$ cat src/common/alu_defines.svh
`ifndef ALU_DEFINES_SVH
`define ALU_DEFINES_SVH

`define ALU_XLEN 32

// ALU select codes
`define ALU_SEL_ADD  4'h0
`define ALU_SEL_SUB  4'h1
`define ALU_SEL_MULT 4'h2
`define ALU_SEL_LUI  4'h3
`define ALU_SEL_SLL  4'h4
`define ALU_SEL_SRL  4'h5
`define ALU_SEL_SRA  4'h7
`define ALU_SEL_AND  4'h8
`define ALU_SEL_OR   4'h9
`define ALU_SEL_XOR  4'hA
`define ALU_SEL_NOR  4'hB
`define ALU_SEL_CLZ  4'hC
`define ALU_SEL_CLO  4'hD
`define ALU_SEL_SLT  4'hE
`define ALU_SEL_SEQ  4'hF

`define HILO_NONE  2'd0
`define HILO_WRITE 2'd1
`define HILO_RD_HI 2'd2
`define HILO_RD_LO 2'd3

`define OPC_RTYPE    6'h00
`define OPC_ADDI     6'h08
`define OPC_ADDIU    6'h09
`define OPC_SLTI     6'h0A
`define OPC_SLTIU    6'h0B
`define OPC_ANDI     6'h0C
`define OPC_ORI      6'h0D
`define OPC_XORI     6'h0E
`define OPC_LUI      6'h0F
`define OPC_SPECIAL2 6'h1C  // clz/clo
`define OPC_SEQ      6'h3F  // Custom

`define FUNCT_SLL   6'h00
`define FUNCT_SRL   6'h02
`define FUNCT_SRA   6'h03
`define FUNCT_SLLV  6'h04
`define FUNCT_SRLV  6'h06
`define FUNCT_SRAV  6'h07
`define FUNCT_MFHI  6'h10
`define FUNCT_MFLO  6'h12
`define FUNCT_MULT  6'h18
`define FUNCT_MULTU 6'h19
`define FUNCT_ADD   6'h20
`define FUNCT_ADDU  6'h21
`define FUNCT_SUB   6'h22
`define FUNCT_SUBU  6'h23
`define FUNCT_AND   6'h24
`define FUNCT_OR    6'h25
`define FUNCT_XOR   6'h26
`define FUNCT_NOR   6'h27
`define FUNCT_SLT   6'h2A
`define FUNCT_SLTU  6'h2B
`define FUNCT_CLZ   6'h20  // Under OPC_SPECIAL2
`define FUNCT_CLO   6'h21

`endif
$ cat src/common/alu_pkg.sv
`include "alu_defines.svh"

package alu_pkg;

  typedef logic [`ALU_XLEN-1:0] word_t;

  typedef logic [2*`ALU_XLEN-1:0] dword_t;  // Full ALU result, HI:LO

  typedef logic [3:0] alu_sel_t;

endpackage

$ cat src/result/hilo_result.sv
`include "alu_defines.svh"

module hilo_result import alu_pkg::*; (
  input  logic       clk,
  input  logic       rst,
  input  logic       ex_valid,
  output logic       ex_ready,
  input  dword_t     ex_result,
  input  logic       ex_zero,
  input  logic       ex_overflow,
  input  logic [1:0] ex_hilo_op,
  input  logic       ex_illegal,
  output logic       out_valid,
  input  logic       out_ready,
  output word_t      result,
  output logic       zero,
  output logic       overflow,
  output logic       illegal
);

  word_t  hi;
  word_t  lo;
  logic   take;
  word_t  res_n;
  logic   zero_n;
  logic   ovf_n;

  assign ex_ready = !out_valid || out_ready;
  assign take     = ex_valid && ex_ready;

  always_ff @(posedge clk) begin
    if (rst) begin
      hi <= '0;
      lo <= '0;
    end else if (take && !ex_illegal && (ex_hilo_op == `HILO_WRITE)) begin
      hi <= ex_result[2*`ALU_XLEN-1:`ALU_XLEN];
      lo <= ex_result[`ALU_XLEN-1:0];
    end
  end

  always_comb begin
    res_n  = ex_result[`ALU_XLEN-1:0];
    zero_n = ex_zero;
    ovf_n  = ex_overflow;
    if (ex_illegal) begin
      res_n  = '0;
      zero_n = 1'b1;
      ovf_n  = 1'b0;
    end else if (ex_hilo_op == `HILO_RD_HI) begin
      res_n  = hi;
      zero_n = (hi == '0);
      ovf_n  = 1'b0;
    end else if (ex_hilo_op == `HILO_RD_LO) begin
      res_n  = lo;
      zero_n = (lo == '0);
      ovf_n  = 1'b0;
    end
  end

  always_ff @(posedge clk) begin
    if (rst) begin
      out_valid <= 1'b0;
    end else if (ex_ready) begin
      out_valid <= ex_valid;
    end
  end

  always_ff @(posedge clk) begin
    if (take) begin
      result   <= res_n;
      zero     <= zero_n;
      overflow <= ovf_n;
      illegal  <= ex_illegal;
    end
  end

endmodule

$ cat config.mk
export PLATFORM = sky130hd
export DESIGN_NAME = hilo_result
export DESIGN_NICKNAME = d
export VERILOG_FILES = /design/src/common/alu_pkg.sv /design/src/result/hilo_result.sv
export VERILOG_INCLUDE_DIRS = /design/src /design/src/common
export SDC_FILE = /design/constraint.sdc
export NUM_CORES = 1
export LEC_CHECK = 0
export ABC_AREA = 1
export ABC_CLOCK_PERIOD_IN_PS = 7600
export BUFFER_PORTS_ARGS = -buffer_cell sky130_fd_sc_hd__buf_2
export CAP_MARGIN = 20
export CORE_ASPECT_RATIO = 1.4
export CORE_MARGIN = 2
export CORE_UTILIZATION = 30
export CTS_CLUSTER_DIAMETER = 200
export CTS_CLUSTER_SIZE = 24
export DETAILED_ROUTE_END_ITERATION = 10
export HOLD_SLACK_MARGIN = 0.12
export PLACE_DENSITY = 0.55
export SYNTH_ARGS = -nofsm -noshare
export SYNTH_HDL_FRONTEND = slang
export SYNTH_SLANG_ARGS = --single-unit
$ cat constraint.sdc
create_clock -name clk -period 7.6 [get_ports clk]
set_clock_uncertainty 0.2 [all_clocks]
set_input_delay 0.76 -clock clk [delete_from_list [all_inputs] [get_ports clk]]
set_output_delay 0.76 -clock clk [all_outputs]
set_load 0.05 [all_outputs]
==> results.rst <==
.. list-table::
   :header-rows: 1

   * - Metric
     - Value
   * - Combinational Power Share
     - 13.4%
   * - Clock latency at the later pin of the worst-skew pair
     - 340 ps
   * - Minimum clock period
     - 2601 ps
   * - Hold-critical path endpoint
     - hi[14]$_SDFFE_PP0P_
   * - Data arrival, critical path
     - 2580 ps
   * - Number of ports placed on the die boundary
     - 110
   * - Result of the run
     - finished clean
   * - Die X-Extent
     - 108.2 µm
   * - Final number of hold-violating endpoints
     - 0
   * - Number of endpoints failing setup at the final stage
     - 0
   * - Count of distinct cell types in the synthesized netlist
     - 22
   * - Register bit count reported by yosys
     - 100
   * - Headroom to the max-slew limit
     - 29.73%
   * - Synth top area share
     - 28.53%
   * - FFs w/ async S/R, synth
     - 0%
   * - Maximum clock frequency
     - 0.3844 GHz
   * - Reg-to-Reg Start
     - out_valid$_SDFFE_PP0N_
   * - Post-CTS setup buffer count
     - 0
   * - Layout cells sized above 1
     - 25.00%
   * - Net load switching power
     - 0.3189 mW
   * - Final clock period utilization by the worst path
     - 34.23%
   * - Largest fanout on the critical path
     - 91
   * - Layout Cell Area excl Fill
     - 5503 µm²
   * - Total leakage power
     - 2.391 nW
   * - Worst-Margin Slew
     - 1054 ps
   * - Hold Path Cell Cnt
     - 2
   * - Global-route usage over all layers
     - 15.25%
   * - Post-CTS sizing
     - 0
   * - Worst Min Path Start
     - hi[14]$_SDFFE_PP0P_
   * - Hold buffers post-CTS
     - 0
   * - Overall die height
     - 149.9 µm
   * - Data required time at the worst endpoint
     - 7580 ps
   * - Post-route DRC
     - 0
   * - Number of slew-limit violations in the final report
     - 0
   * - Sum of overflow across all layers after global routing
     - 0
   * - Switching power as a share of total power
     - 26.51%
   * - Dominant cells by area after synthesis
     - sky130_fd_sc_hd__dfxtp_1 (29%), sky130_fd_sc_hd__edfxtp_1 (23%), sky130_fd_sc_hd__nand2_1 (15%), sky130_fd_sc_hd__a211oi_2 (7.4%), sky130_fd_sc_hd__inv_1 (5.1%)
   * - Post-synthesis cell type with the largest combined area
     - sky130_fd_sc_hd__dfxtp_1
   * - Share of synthesized area occupied by flip-flops and latches
     - 51.58%
   * - Unrepaired setup endpoints after global routing
     - false
   * - Netlist area before placement
     - 4561 µm²
   * - Synthesized Nets
     - 631
   * - Wire length of the first global-routing pass
     - 19.05 mm
   * - Hold Crit Class
     - reg -> reg
   * - Post-synthesis cell count
     - 558
   * - Path type of the worst setup path
     - in -> reg
   * - Site row count
     - 53
   * - Mean Syn Cell Area
     - 8.173 µm²
   * - Count of non-filler cells in the finished layout
     - 848
   * - Setup crit end kind
     - register
   * - Cell area power density
     - 218.6 nW/µm²
   * - Ys Warns
     - 0
   * - Port Buf Inserts
     - 109
   * - Clock slew at the register clock pins of the worst setup and hold paths
     - 70 ps
   * - Final Hold Slack
     - 282.3 ps
   * - Post-layout net count
     - 724
   * - Placed cell count
     - 832
   * - Routability cong.
     - 0.7967
   * - EDFF count, synth
     - 35
   * - CTS H-Tree Depth
     - 3
   * - Internal portion of total power
     - 0.8841 mW
   * - Total Die Area
     - 16,220 µm²
   * - Effective utilization at floorplan
     - 30.57%
   * - Root Buffer
     - sky130_fd_sc_hd__clkbuf_16
   * - Routed vias/inst
     - 4.601
   * - Reported max-cap violation count
     - 0
   * - Count of antenna-violating nets left after detailed routing
     - 0
   * - Worst R2R End
     - hi[6]$_SDFFE_PP0P_
   * - Number of DRC markers after the initial detailed-route iteration
     - 197
   * - Number of iterations in the first detailed-routing pass
     - 4
   * - Via count of the first global-routing pass
     - 3,835
   * - Antenna Cells
     - 0
   * - Buffers from clock root to sink, at most
     - 2
   * - CTS tree
     - built
   * - Crit start category
     - input pin
   * - Detailed-route wire length per cell
     - 14.41 µm
   * - Number of antenna violations at the first check in global routing
     - 0
   * - Maximum number of pins on one net before global-route repair
     - 92
   * - Number of buffers inserted during clock tree synthesis
     - 9
   * - Aggregate negative setup slack
     - 0 ps
   * - Routed Wire Length
     - 12.22 mm
   * - Most common flop cell mapped by yosys
     - sky130_fd_sc_hd__dfxtp_1
   * - Clock Sink Count
     - 100
   * - Top cells by count, synth
     - sky130_fd_sc_hd__nand2_1 (187), sky130_fd_sc_hd__dfxtp_1 (65), sky130_fd_sc_hd__inv_1 (62), sky130_fd_sc_hd__nor2_1 (59), sky130_fd_sc_hd__a21oi_1 (40)
   * - Clock share of power
     - 38.1%
   * - Peak VDD IR
     - 0.00008919 V
   * - Post-detailed-placement half-perimeter wirelength
     - 8.598 mm
   * - Placement Cell Area
     - 5209 µm²
   * - CORE AREA
     - 14,920 µm²
   * - Sequential cell fraction of total power
     - 48.5%
   * - Core occupancy in the finished layout
     - 36.88%
   * - Number of cells traversed by the worst register-to-register path
     - 6
   * - Area growth from synthesis to layout
     - 20.66%
   * - Most common cell in the netlist
     - sky130_fd_sc_hd__nand2_1
   * - Slack of the worst reg-to-reg path
     - 5290 ps
   * - Vias
     - 3,902
-- worst max path at each step --
stage	from	end	slack (ps)	cells past startpoint
6_report	ex_hilo_op[1]	hi[4]$_SDFFE_PP0P_	5000	8
5_1_grt	ex_hilo_op[1]	lo[6]$_SDFFE_PP0P_	4840	8
4_1_cts	ex_hilo_op[1]	lo[18]$_SDFFE_PP0P_	4990	8
3_5_place_dp	ex_hilo_op[1]	lo[18]$_SDFFE_PP0P_	4630	8
3_3_place_gp	ex_hilo_op[1]	hi[13]$_SDFFE_PP0P_	4710	8
2_1_floorplan	ex_valid	hi[0]$_SDFFE_PP0P_	3970	7
-- kinds of logic (layout without fill, tap and decap cells) --
| kind of cell | Yosys count | in the layout | share of synthesized area [%] |
|---|---|---|---|
| and+or+nand+nor | 267 | 267 | 22.80 |
| DFF | 100 | 100 | 51.58 |
| buffers and inverters | 99 | 197 | 9.657 |
| AOI/OAI and AO/OA | 92 | 92 | 15.97 |
-- cell usage in the layout, fill, tap and decap left out, drive strengths merged --
cell type and instances:
clkinvlp 1, buf 113, nor2 61, clkbuf 11, nand3 12, bufinv 1, dfxtp 65, edfxtp 35
o211ai 23, a21oi 40, nand2 189, clkinv 5, nand4 5, a211oi 27, inv 66, o221ai 2
-- flip-flops by register name, indices dropped and copies added, names as in the netlist --
register   cells
result        32
lo            32
illegal        1
zero           1
out_valid      1
hi            32
overflow       1
-- power by group through the flow --
stage | Sequential, mW | Clock (mW) | Combinational (mW)
final | 0.584 | 0.458 | 0.161
after global routing | 0.586 | 0.484 | 0.176
after CTS | 0.584 | 0.465 | 0.164
after detailed placement | 0.595 | 0 | 0.164
after global placement | 0.595 | 0 | 0.163
after floorplan | 0.638 | 0 | 0.0665
-- layout make-up --
class	count	area [µm²]
Clock inverter	5	51.30
Inverter	68	256.5
Timing Repair Buffer	113	575.6
Tap cell	192	240.2
Clock buffer	11	242.7
Multi-Input combinational cell	359	1784
Fill cell	1545	9418
Sequential cell	100	2352
-- worst max-delay path, cell delays in order --
cell	delay, ps
sky130_fd_sc_hd__buf_2	120
sky130_fd_sc_hd__inv_2	480
sky130_fd_sc_hd__nand2_1	170
sky130_fd_sc_hd__nor2_2	170
sky130_fd_sc_hd__nand2_4	70
sky130_fd_sc_hd__buf_4	440
sky130_fd_sc_hd__nor2_1	270
sky130_fd_sc_hd__a211oi_2	50
-- through the flow --
step / power, mW / setup WS, ps
global placement: 0.7580 / 4709
finish: 1.203 / 4999
global route: 1.246 / 4837
CTS: 1.213 / 4993
floorplan: 0.7049 / 3968
detailed placement: 0.7591 / 4628
-- routing by layer --
metal  up-vias  share of wire (%)  track usage (%)
met5         -                  0                0
met3        17                4.9            2.483
met1      1804                 42            18.81
met2       103                 50            26.01
li1       1978                  -                -
met4         0                3.0            6.731
Note: power is estimated with default switching activity, not from simulation.
