==> src/common/alu_defines.svh <==
`ifndef ALU_DEFINES_SVH
`define ALU_DEFINES_SVH

`define ALU_XLEN 32

// ALU select codes
`define ALU_SEL_ADD  4'h0
`define ALU_SEL_SUB  4'h1
`define ALU_SEL_MULT 4'h2
`define ALU_SEL_LUI  4'h3
`define ALU_SEL_SLL  4'h4
`define ALU_SEL_SRL  4'h5
`define ALU_SEL_SRA  4'h7
`define ALU_SEL_AND  4'h8
`define ALU_SEL_OR   4'h9
`define ALU_SEL_XOR  4'hA
`define ALU_SEL_NOR  4'hB
`define ALU_SEL_CLZ  4'hC
`define ALU_SEL_CLO  4'hD
`define ALU_SEL_SLT  4'hE
`define ALU_SEL_SEQ  4'hF

`define HILO_NONE  2'd0
`define HILO_WRITE 2'd1
`define HILO_RD_HI 2'd2
`define HILO_RD_LO 2'd3

`define OPC_RTYPE    6'h00
`define OPC_ADDI     6'h08
`define OPC_ADDIU    6'h09
`define OPC_SLTI     6'h0A
`define OPC_SLTIU    6'h0B
`define OPC_ANDI     6'h0C
`define OPC_ORI      6'h0D
`define OPC_XORI     6'h0E
`define OPC_LUI      6'h0F
`define OPC_SPECIAL2 6'h1C  // clz/clo
`define OPC_SEQ      6'h3F  // Custom

`define FUNCT_SLL   6'h00
`define FUNCT_SRL   6'h02
`define FUNCT_SRA   6'h03
`define FUNCT_SLLV  6'h04
`define FUNCT_SRLV  6'h06
`define FUNCT_SRAV  6'h07
`define FUNCT_MFHI  6'h10
`define FUNCT_MFLO  6'h12
`define FUNCT_MULT  6'h18
`define FUNCT_MULTU 6'h19
`define FUNCT_ADD   6'h20
`define FUNCT_ADDU  6'h21
`define FUNCT_SUB   6'h22
`define FUNCT_SUBU  6'h23
`define FUNCT_AND   6'h24
`define FUNCT_OR    6'h25
`define FUNCT_XOR   6'h26
`define FUNCT_NOR   6'h27
`define FUNCT_SLT   6'h2A
`define FUNCT_SLTU  6'h2B
`define FUNCT_CLZ   6'h20  // Under OPC_SPECIAL2
`define FUNCT_CLO   6'h21

`endif
==> src/common/alu_pkg.sv <==
`include "alu_defines.svh"

package alu_pkg;

  typedef logic [`ALU_XLEN-1:0] word_t;

  typedef logic [2*`ALU_XLEN-1:0] dword_t;  // Full ALU result, HI:LO

  typedef logic [3:0] alu_sel_t;

endpackage

==> src/common/isa_pkg.sv <==
`include "alu_defines.svh"

package isa_pkg;

  typedef logic [31:0] instr_t;

  typedef logic [5:0] opcode_t;  // instr[31:26]

  typedef logic [5:0] funct_t;   // instr[5:0]

  typedef logic [4:0] reg_idx_t;

  typedef logic [4:0] shamt_t;   // instr[10:6]

  typedef logic [15:0] imm_t;

endpackage

==> src/decode/instr_decoder.sv <==
`include "alu_defines.svh"

module instr_decoder import isa_pkg::*, alu_pkg::*; (
  input  logic       clk,
  input  logic       rst,
  input  logic       in_valid,
  output logic       in_ready,
  input  instr_t     instr,
  input  word_t      rs_value,
  input  word_t      rt_value,
  output logic       dec_valid,
  input  logic       dec_ready,
  output alu_sel_t   dec_sel,
  output logic       dec_sign,
  output word_t      dec_a,
  output word_t      dec_b,
  output logic [1:0] dec_hilo_op,
  output logic       dec_illegal
);

  opcode_t    opcode;
  funct_t     funct;
  shamt_t     shamt;
  imm_t       imm;
  word_t      imm_sext;
  word_t      imm_zext;
  alu_sel_t   sel_n;
  logic       sign_n;
  word_t      a_n;
  word_t      b_n;
  logic [1:0] hilo_n;
  logic       illegal_n;

  assign opcode   = instr[31:26];
  assign funct    = instr[5:0];
  assign shamt    = instr[10:6];
  assign imm      = instr[15:0];
  assign imm_sext = {{(`ALU_XLEN-16){imm[15]}}, imm};
  assign imm_zext = {{(`ALU_XLEN-16){1'b0}}, imm};

  assign in_ready = !dec_valid || dec_ready;

  always_comb begin
    sel_n     = `ALU_SEL_ADD;
    sign_n    = 1'b0;
    a_n       = rs_value;
    b_n       = rt_value;
    hilo_n    = `HILO_NONE;
    illegal_n = 1'b0;
    case (opcode)
      `OPC_RTYPE: begin
        case (funct)
          `FUNCT_ADD:   begin sel_n = `ALU_SEL_ADD; sign_n = 1'b1; end
          `FUNCT_ADDU:  sel_n = `ALU_SEL_ADD;
          `FUNCT_SUB:   begin sel_n = `ALU_SEL_SUB; sign_n = 1'b1; end
          `FUNCT_SUBU:  sel_n = `ALU_SEL_SUB;
          `FUNCT_MULT:  begin sel_n = `ALU_SEL_MULT; sign_n = 1'b1; hilo_n = `HILO_WRITE; end
          `FUNCT_MULTU: begin sel_n = `ALU_SEL_MULT; hilo_n = `HILO_WRITE; end
          `FUNCT_AND:   sel_n = `ALU_SEL_AND;
          `FUNCT_OR:    sel_n = `ALU_SEL_OR;
          `FUNCT_XOR:   sel_n = `ALU_SEL_XOR;
          `FUNCT_NOR:   sel_n = `ALU_SEL_NOR;
          `FUNCT_SLT:   begin sel_n = `ALU_SEL_SLT; sign_n = 1'b1; end
          `FUNCT_SLTU:  sel_n = `ALU_SEL_SLT;
          `FUNCT_SLL:   begin sel_n = `ALU_SEL_SLL; a_n = rt_value; b_n = word_t'(shamt); end
          `FUNCT_SRL:   begin sel_n = `ALU_SEL_SRL; a_n = rt_value; b_n = word_t'(shamt); end
          `FUNCT_SRA:   begin sel_n = `ALU_SEL_SRA; a_n = rt_value; b_n = word_t'(shamt); end
          `FUNCT_SLLV:  begin sel_n = `ALU_SEL_SLL; a_n = rt_value; b_n = rs_value; end
          `FUNCT_SRLV:  begin sel_n = `ALU_SEL_SRL; a_n = rt_value; b_n = rs_value; end
          `FUNCT_SRAV:  begin sel_n = `ALU_SEL_SRA; a_n = rt_value; b_n = rs_value; end
          `FUNCT_MFHI:  hilo_n = `HILO_RD_HI;  // ALU value replaced later
          `FUNCT_MFLO:  hilo_n = `HILO_RD_LO;
          default:      illegal_n = 1'b1;
        endcase
      end
      `OPC_SPECIAL2: begin
        case (funct)
          `FUNCT_CLZ: sel_n = `ALU_SEL_CLZ;
          `FUNCT_CLO: sel_n = `ALU_SEL_CLO;
          default:    illegal_n = 1'b1;
        endcase
      end
      `OPC_ADDI:  begin sel_n = `ALU_SEL_ADD; sign_n = 1'b1; b_n = imm_sext; end
      `OPC_ADDIU: begin sel_n = `ALU_SEL_ADD; b_n = imm_sext; end
      `OPC_SLTI:  begin sel_n = `ALU_SEL_SLT; sign_n = 1'b1; b_n = imm_sext; end
      `OPC_SLTIU: begin sel_n = `ALU_SEL_SLT; b_n = imm_sext; end
      `OPC_ANDI:  begin sel_n = `ALU_SEL_AND; b_n = imm_zext; end
      `OPC_ORI:   begin sel_n = `ALU_SEL_OR; b_n = imm_zext; end
      `OPC_XORI:  begin sel_n = `ALU_SEL_XOR; b_n = imm_zext; end
      `OPC_LUI:   begin sel_n = `ALU_SEL_LUI; b_n = imm_zext; end
      `OPC_SEQ:   begin sel_n = `ALU_SEL_SEQ; b_n = imm_sext; end
      default:    illegal_n = 1'b1;
    endcase
    if (illegal_n) begin
      a_n = '0;  // Keeps the ALU quiet
      b_n = '0;
    end
  end

  always_ff @(posedge clk) begin
    if (rst) begin
      dec_valid <= 1'b0;
    end else if (in_ready) begin
      dec_valid <= in_valid;
    end
  end

  always_ff @(posedge clk) begin
    if (in_valid && in_ready) begin
      dec_sel     <= sel_n;
      dec_sign    <= sign_n;
      dec_a       <= a_n;
      dec_b       <= b_n;
      dec_hilo_op <= hilo_n;
      dec_illegal <= illegal_n;
    end
  end

endmodule

==> config.mk <==
export PLATFORM = sky130hd
export DESIGN_NAME = instr_decoder
export DESIGN_NICKNAME = d
export VERILOG_FILES = /design/src/common/alu_pkg.sv /design/src/common/isa_pkg.sv /design/src/decode/instr_decoder.sv
export VERILOG_INCLUDE_DIRS = /design/src /design/src/common
export SDC_FILE = /design/constraint.sdc
export NUM_CORES = 1
export LEC_CHECK = 0
export BUFFER_PORTS_ARGS = -buffer_cell sky130_fd_sc_hd__buf_2
export CAP_MARGIN = 5
export CORE_MARGIN = 2
export CORE_UTILIZATION = 50
export CTS_CLUSTER_SIZE = 28
export DETAILED_ROUTE_END_ITERATION = 7
export GPL_TIMING_DRIVEN = 0
export HOLD_SLACK_MARGIN = 0.08
export PLACE_DENSITY = 0.95
export REMOVE_ABC_BUFFERS = 1
export SYNTH_ARGS = -nofsm -noshare
export SYNTH_HDL_FRONTEND = slang
export SYNTH_SLANG_ARGS = --single-unit
==> constraint.sdc <==
create_clock -name clk -period 6.8 [get_ports clk]
set_input_delay 0.68 -clock clk [delete_from_list [all_inputs] [get_ports clk]]
set_output_delay 0.68 -clock clk [all_outputs]
set_load 0.005 [all_outputs]
==> flow_metrics.tcl, run 1 <==
set metrics [dict create \
    use_met2 0.447 \
    crit_type "in2reg" \
    row_count 31 \
    yosys-top-cells-area "edfxtp_1 57%, nand2_1 9.2%, a21oi_1 5.8%" \
    hp-start "rst" \
    yosysTopAreaCellShare 0.574 \
    drt_iter0_markers 231 \
    h-tree-depth 3 \
    diodes 0 \
    avgViaCountPerCell 5.76 \
    finalCritPeriodShare 0.497 \
    cts_resized 0 \
    p_sw_mw 0.260 \
    port_buffers 163 \
    p_per_area_nw_per_um2 202 \
    grt.busiest_layer "met2" \
    critPathLaunchType "input port" \
    cts_setup_buffers 0 \
    syn_inst 373 \
    finClkSkew_ns 0.00983 \
    crit_arrival_ns 3.57 \
    clk_latency_ns 0.34 \
    initial_utilization 0.517 \
    fillers 591 \
    grt_max_degree 73 \
    clockPowerShare 0.305 \
    use_met3 0.0651 \
    place.gp.congestion 0.883 \
    cts_root_buf "clkbuf_8" \
    power_mw 0.980 \
    firstDrtPassIters 5 \
    setup_viol 0 \
    finalInstanceArea_um2 4850 \
    core_area_um2 7290 \
    relSlewSlack 0.210 \
    whs_endpoint "dec_valid" \
    finalHoldViolations 0 \
    grt_use_total 0.264 \
    rr_worst_depth 2 \
    ys_seq_area_frac 0.579 \
    post-synth-top-area-cell "edfxtp_1" \
    combPwrFrac 0.150 \
    synth.distinct_cells 40 \
    ys_async_sr_fraction 0 \
    grt_pass1_wl_mm 17.3 \
    path_clk_slew_ns 0.08 \
    grt_pass1_vias 3548 \
    yosysWarnings 0 \
    synth_most_common_cell "nand2_1" \
    endpoint_kind "register" \
    synth-seq-cells 73 \
    min-delay-path-class "in2reg" \
    outcome "complete, no violations" \
    drive_above_1_share 0.366 \
    dpl_cell_area_um2 4690 \
    overflow 0 \
    rr_endpoint "dec_hilo_op[1]" \
    final_nets 625 \
    intPower_mw 0.721 \
    p_sw_frac 0.265 \
    max_freq_mhz 296 \
    drt.antenna.violating_nets 0 \
    die_w_um 90.8 \
    leakage_nw 2.04 \
    cts_buffer_depth 2 \
    fin_crit_ns 3.38 \
    rsz0062_at_grt "no" \
    vias 3622 \
    hold_depth 2 \
    drc 0 \
    synth_area_per_cell_um2 10.1 \
    finalSetupTns_ns 0 \
    synth_commonest_cells "92 x nand2_1, 72 x edfxtp_1, 44 x a21oi_1, 32 x nor2_1, 22 x a221oi_1" \
    wl_per_cell_um 17.4 \
    clock_sinks 73 \
    power_frac_seq 0.545 \
    ios 174 \
    synth_edf_count 72 \
    fp.dieH_um 90.8 \
    postCtsHoldBufs 0 \
    tightestPinTransition_ns 1.19 \
    instances_no_fill 629 \
    reg2reg_setup_slack_ns 5.17 \
    dpl.hpwl_mm 7.52 \
    required_ns 6.99 \
    dp.cells 613 \
    cts_tree "done" \
    die-area_um2 8250 \
    crit_fanout 27 \
    cts_buffers 9 \
    syn_to_final_growth_pct 28.8 \
    synth_area_um2 3770 \
    antenna_found_initial 0 \
    use_met1 0.331 \
    routed_wl_mm 11.0 \
    max_cap_violations 0 \
    ir_worst_vdd_mv 0.0996 \
    synth_ff_type "edfxtp_1" \
    rr_startpoint "dec_valid" \
    slew_violations 0 \
]
[cell families after synthesis]
family | count (synthesis) | share of synthesized area
AO/OA/AOI/OAI | 97 | 0.166
flip-flops | 73 | 0.579
buffers and inverters | 33 | 0.0408
multiplexers | 7 | 0.0186
AND/OR/NAND/NOR | 163 | 0.195
[worst max-delay path, cell delays in order]
cell and delay, ns:
buf_2 0.17, or4_4 0.56, nor4b_4 0.58, buf_8 0.24, and2_1 0.93, a221oi_1 0.20, nor2_1 0.17
[metrics by stage]
step | worst slack (ns) | util | hold slack (ns)
floorplan | 2.38 | - | 0.522
global placement | 0.792 | 0.626 | 0.506
detailed placement | 3.08 | 0.643 | 0.525
CTS | 3.44 | 0.666 | 0.464
global route | 3.24 | 0.666 | 0.466
finish | 3.42 | 0.666 | 0.479
[metal layers]
layer  part of all wire  wire length, µm
met1               0.39             4230
met3              0.095             1040
met2               0.50             5500
met4              0.017              188
met5                  0                0
[cells in the final DEF, fill, tap and decap left out, types with 3 or more instances in the layout]
cell type,Yosys,layout
buf_2,9,163
nand2_1,92,92
a22oi_1,4,4
nor4_1,5,5
nor3_1,4,4
buf_4,1,5
clkbuf_8,0,9
a31oi_1,7,7
edfxtp_1,72,72
a221oi_1,22,22
a21oi_1,44,43
mux2i_1,7,7
nor2_1,32,32
clkinvlp_4,0,3
nand2b_1,7,7
nor2b_1,5,5
or3_1,4,4
o21ai_0,8,8
[layout make-up]
type / count / area (µm²) / share of cell area
multi-input combinational: 267 / 1450 / 0.299
sequential: 73 / 2180 / 0.449
tap: 99 / 124 / 0.0255
clock buffer: 9 / 124 / 0.0255
clock inverter: 7 / 45.0 / 0.00928
timing repair buffer: 172 / 922 / 0.190
inverter: 2 / 7.51 / 0.00155
[power groups by stage]
stage / registers, mW / logic, mW / clock network [mW]
floorplan: 0.550 / 0.0551 / 0
global placement: 0.545 / 0.138 / 0
detailed placement: 0.544 / 0.145 / 0
CTS: 0.534 / 0.146 / 0.303
global route: 0.537 / 0.160 / 0.322
finish: 0.534 / 0.147 / 0.299
[how the worst max path moves through the flow]
stage | slack (ns) | endpoint | startpoint | cells past startpoint
final | 3.42 | dec_b[20] | instr[29] | 7
after global routing | 3.24 | dec_b[20] | instr[29] | 7
after CTS | 3.44 | dec_b[20] | instr[29] | 7
after detailed placement | 3.08 | dec_b[20] | instr[29] | 7
after global placement | 0.79 | dec_illegal | instr[29] | 5
after floorplan | 2.38 | dec_illegal | instr[28] | 4
[sequential cells by signal, summed over array words and instances (netlist names)]
register and count:
dec_illegal 1, dec_sel 4, dec_valid 1, dec_hilo_op 2
dec_b 32, dec_sign 1, dec_a 32
(Power assumes the default switching activity.)
==> run 2: changes to the inputs <==
- CORE_UTILIZATION: 50 -> 47
- PLACE_DENSITY: 0.95 -> 0.9
- clock period: 6.8 -> 3.45 ns (I/O delays scaled with it)
==> run 2 against run 1 <==
  * Power is 100% higher
  * Final cell count grew 0.64%
  * Final area up 0.62%
  * Critical path depth did not move
  * Combinational power rose by 94%
  * Critical path type unchanged
==> flow_metrics.tcl, run 2 (synthesis gave the netlist of run 1 again) <==
set metrics [dict create \
    vias 3554 \
    overflow 0 \
    drt.antenna.violating_nets 0 \
    path_cells "buf_2 > or4_4 > nor4b_4 > buf_8 > and2_1 > a221oi_1 > nor2_1" \
    grt_pass1_vias 3368 \
    rr_endpoint "dec_a[31]" \
    required_ns 3.63 \
    cts_setup_buffers 0 \
    post-place-ws_ns -0.138 \
    hold_depth 2 \
    finClkSkew_ns 0.00787 \
    wl_met1_mm 4.05 \
    leakage_nw 2.05 \
    h-tree-depth 3 \
    final_cell_mix "163 x buf_2, 92 x nand2_1, 72 x edfxtp_1" \
    port_buffers 163 \
    finalInstanceArea_um2 4880 \
    met3_length_um 979 \
    p_per_area_nw_per_um2 410 \
    cts_tree "done" \
    rsz0062_at_grt "no" \
    topRoutingLayerUsed "met4" \
    critPathLaunchType "input port" \
    cts_root_buf "clkbuf_8" \
    fp.dieH_um 93.5 \
    cts_buffer_depth 2 \
    drive_above_1_share 0.365 \
    relSlewSlack 0.127 \
    crit_type "in2reg" \
    tightestPinTransition_ns 1.31 \
    endpoint_kind "register" \
    max_freq_mhz 302 \
    critPathSlowestCell "and2_1" \
    grt_use_total 0.238 \
    max_cap_violations 0 \
    grt_max_degree 73 \
    path_buf_inv 2 \
    dpl_cell_area_um2 4690 \
    drc 0 \
    setup_viol 0 \
    initial_utilization 0.485 \
    place.gp.congestion 0.890 \
    outcome "complete, no violations" \
    wl_per_cell_um 16.3 \
    cpLargestDelayFamily "simple AND/OR/NAND/NOR gates" \
    clock_sinks 73 \
    cts_resized 0 \
    finalCritPeriodShare 0.960 \
    hp-start "rst" \
    antenna_found_initial 0 \
    syn_to_final_growth_pct 29.6 \
    whs_endpoint "dec_valid" \
    clk_latency_ns 0.34 \
    slew_violations 0 \
    core_area_um2 7770 \
    postCtsHoldBufs 0 \
    grt_pass1_wl_mm 16.2 \
    min-delay-path-class "in2reg" \
    crit_fanout 27 \
    rr_worst_depth 2 \
    fin_crit_ns 3.31 \
    ios 174 \
    final_common_cell "buf_2" \
    fin_ws_ns 0.137 \
    row_count 32 \
    diodes 0 \
    slowest_delay_ns 1.02 \
    die_w_um 93.5 \
    reg_top3 "dec_a (32), dec_b (32), dec_sel (4)" \
    avgViaCountPerCell 5.61 \
    ir_worst_vdd_mv 0.228 \
    rr_startpoint "dec_valid" \
    crit_arrival_ns 3.49 \
    reg2reg_setup_slack_ns 1.84 \
    die-area_um2 8750 \
    cts_buffers 9 \
    finalHoldViolations 0 \
    firstDrtPassIters 5 \
    dpl.hpwl_mm 7.18 \
    met2WireLength_mm 5.17 \
    drt_iter0_markers 182 \
    path_clk_slew_ns 0.08 \
    routed_wl_mm 10.3 \
    final_nets 626 \
]
## run 2: power by group
group	internal [mW]	total, mW	switching [mW]
registers	1.04	1.05	0.0141
clock network	0.336	0.664	0.328
logic	0.124	0.285	0.161
## run 2: layout make-up
cell class	count	area, µm²
Fill cell	633	2880
Sequential cell	73	2180
Multi-Input combinational cell	267	1450
Timing Repair Buffer	173	928
Clock buffer	10	128
Tap cell	102	128
Clock inverter	6	66.3
Inverter	2	7.51
## run 2: through the flow
step	hold WS (ns)	std cells	utilization	power, mW	TNS, ns
2_1_floorplan	0.414	342	-	1.19	-25.74
3_3_place_gp	0.492	607	0.588	1.34	-116.04
3_5_place_dp	0.503	617	0.603	1.36	-1.53
4_1_cts	0.131	633	0.628	2.02	0
5_1_grt	0.127	633	0.629	2.10	0
6_report	0.147	633	0.629	2.00	0
## run 2: layer usage
| metal | vias up | GRT usage |
|---|---|---|
| li1 | 1686 | - |
| met2 | 203 | 0.411 |
| met1 | 1657 | 0.295 |
| met4 | 0 | 0.0809 |
| met3 | 8 | 0.0532 |
| met5 | - | 0 |
## run 2: worst max path at each step
stage,startpoint,end,slack [ns],cells after the start
after floorplan,instr[28],dec_illegal,-0.63,4
after global placement,instr[29],dec_illegal,-2.16,5
after detailed placement,instr[29],dec_b[29],-0.14,7
after CTS,instr[29],dec_b[29],0.22,7
after global routing,instr[29],dec_b[20],0.04,7
final,instr[29],dec_b[29],0.14,7
==> run 3: changes to the inputs <==
- CELL_PAD_IN_SITES_DETAIL_PLACEMENT: default -> 1
- CELL_PAD_IN_SITES_GLOBAL_PLACEMENT: default -> 1
- CORE_UTILIZATION: 47 -> 34
- PLACE_DENSITY: 0.9 -> 0.89
==> run 3 against run 2 <==
  * Worst hold slack better by 0.00096 ns
  * Setup slack improved by 0.48 ns
  * Via count increased by 3.2%
  * First-iteration DRC count is 16% higher
  * Sequential power is essentially flat
  * Non-clock buffer count up 1
  * Count of clock-buffer cells in the layout is the same
  * Flip-flop and latch count is the same
  * Largest cell class unchanged
==> flow_metrics.tcl, run 3 (synthesis gave the netlist of run 1 again) <==
set metrics [dict create \
    outcome "complete, no violations" \
    p_sw_mw 0.532 \
    drive_above_1_share 0.368 \
    p_per_area_nw_per_um2 396 \
    overflow 0 \
    diodes 0 \
    firstDrtPassIters 4 \
    place.gp.congestion 0.779 \
    crit_arrival_ns 3.03 \
    avgViaCountPerCell 5.46 \
    leakage_nw 2.06 \
    required_ns 3.64 \
    use_met1 0.232 \
    final_common_cell "buf_2" \
    fin_crit_ns 2.84 \
    setup_viol 0 \
    dp.cells 656 \
    reg_top3 "dec_a (32), dec_b (32), dec_sel (4)" \
    grt_pass1_wl_mm 18.7 \
    final_cell_mix "163 x buf_2, 92 x nand2_1, 72 x edfxtp_1" \
    p_sw_frac 0.272 \
    drt.antenna.violating_nets 0 \
    fillers 1262 \
    port_buffers 163 \
    crit_fanout 27 \
    grt_use_total 0.204 \
    cts_setup_buffers 0 \
    wl_per_cell_um 18.7 \
    use_met3 0.0478 \
    power_mw 1.95 \
    slew_violations 0 \
    whs_ns 0.148 \
    dpl.hpwl_mm 9.02 \
    power_frac_seq 0.538 \
    drc 0 \
    crit_type "in2reg" \
    grt.busiest_layer "met2" \
    finClkSkew_ns 0.00718 \
    finalHoldViolations 0 \
    intPower_mw 1.42 \
    die_w_um 109 \
    finalInstanceArea_um2 4930 \
    combPwrFrac 0.154 \
    row_count 38 \
    vias 3667 \
    cts_tree "done" \
    fp.dieH_um 109 \
    ir_worst_vdd_mv 0.153 \
    clk_latency_ns 0.34 \
    endpoint_kind "register" \
    die-area_um2 11900 \
    initial_utilization 0.348 \
    post-route-util 0.455 \
    path_clk_slew_ns 0.08 \
    ios 174 \
    max_freq_mhz 352 \
    core_area_um2 10800 \
    relSlewSlack 0.398 \
    use_met2 0.373 \
    h-tree-depth 3 \
    syn_to_final_growth_pct 30.8 \
    max_cap_violations 0 \
    rsz0062_at_grt "no" \
    cts_buffers 9 \
    instances_no_fill 672 \
    routed_wl_mm 12.5 \
    tightestPinTransition_ns 0.901 \
    grt_max_degree 55 \
    min-delay-path-class "in2reg" \
    drt_iter0_markers 212 \
    final_nets 627 \
    antenna_found_initial 0 \
    cts_buffer_depth 2 \
    grt_pass1_vias 3807 \
    dpl_cell_area_um2 4770 \
    clock_sinks 73 \
    critPathLaunchType "input port" \
    finalCritPeriodShare 0.822 \
    cts_root_buf "clkbuf_8" \
    clockPowerShare 0.307 \
]
[run 3: cell count changes in the layout (fill, tap and decap cells not counted), sizes merged]
| cell | previous run | this run |
|---|---|---|
| inv | 3 | 2 |
| bufinv | 1 | 0 |
| buf | 173 | 174 |
| clkinvlp | 2 | 1 |
| clkinv | 2 | 5 |
[run 3: area by class of cell]
cell class | count | area, µm² | share of cell area
clock inverters | 6 | 35.0 | 0.00710
flip-flops and latches | 73 | 2180 | 0.443
multi-input cells | 267 | 1450 | 0.294
repair buffers | 174 | 952 | 0.193
inverters | 2 | 7.51 | 0.00152
well taps | 140 | 175 | 0.0355
clock buffers | 10 | 128 | 0.0259
[run 3: final timing paths]
kind / from / end / slack [ns] / depth (start not counted)
worst min register to register: dec_valid / dec_valid / 0.55 / 2
worst max-delay path: instr[29] / dec_b[22] / 0.61 / 7
worst max register to register: dec_valid / dec_b[5] / 1.99 / 3
worst min-delay path: rst / dec_valid / 0.15 / 2
[run 3: critical path, stage by stage]
cell and delay, ns:
buf_2 0.17, or4_4 0.57, nor4b_4 0.81, buf_6 0.24, and2_2 0.55, a221oi_1 0.16
nor2_1 0.16
[run 3: power groups by stage]
stage                     Combinational (mW)  Clock [mW]  Sequential, mW
final                                  0.302       0.601            1.05
after global routing                   0.332       0.645            1.06
after detailed placement               0.302           0            1.07
after CTS                              0.304       0.615            1.05
after floorplan                        0.109           0            1.08
after global placement                 0.279           0            1.07
[run 3: layer usage]
metal	share of wire	routed length [µm]
met5	0	0
met4	0.011	134
met3	0.075	941
met2	0.52	6530
met1	0.39	4920
[run 3: repair_timing]
action / in CTS / in global routing
setup endpoints to repair: 0 / 2
resized for setup: 0 / 1
hold buffers: 0 / 0
[run 3: through the flow]
step | setup slack, ns | setup TNS [ns]
global route | 0.451 | 0
global placement | -2.52 | -135.21
finish | 0.613 | 0
floorplan | -0.633 | -25.74
CTS | 0.166 | 0
detailed placement | -0.176 | -3.69
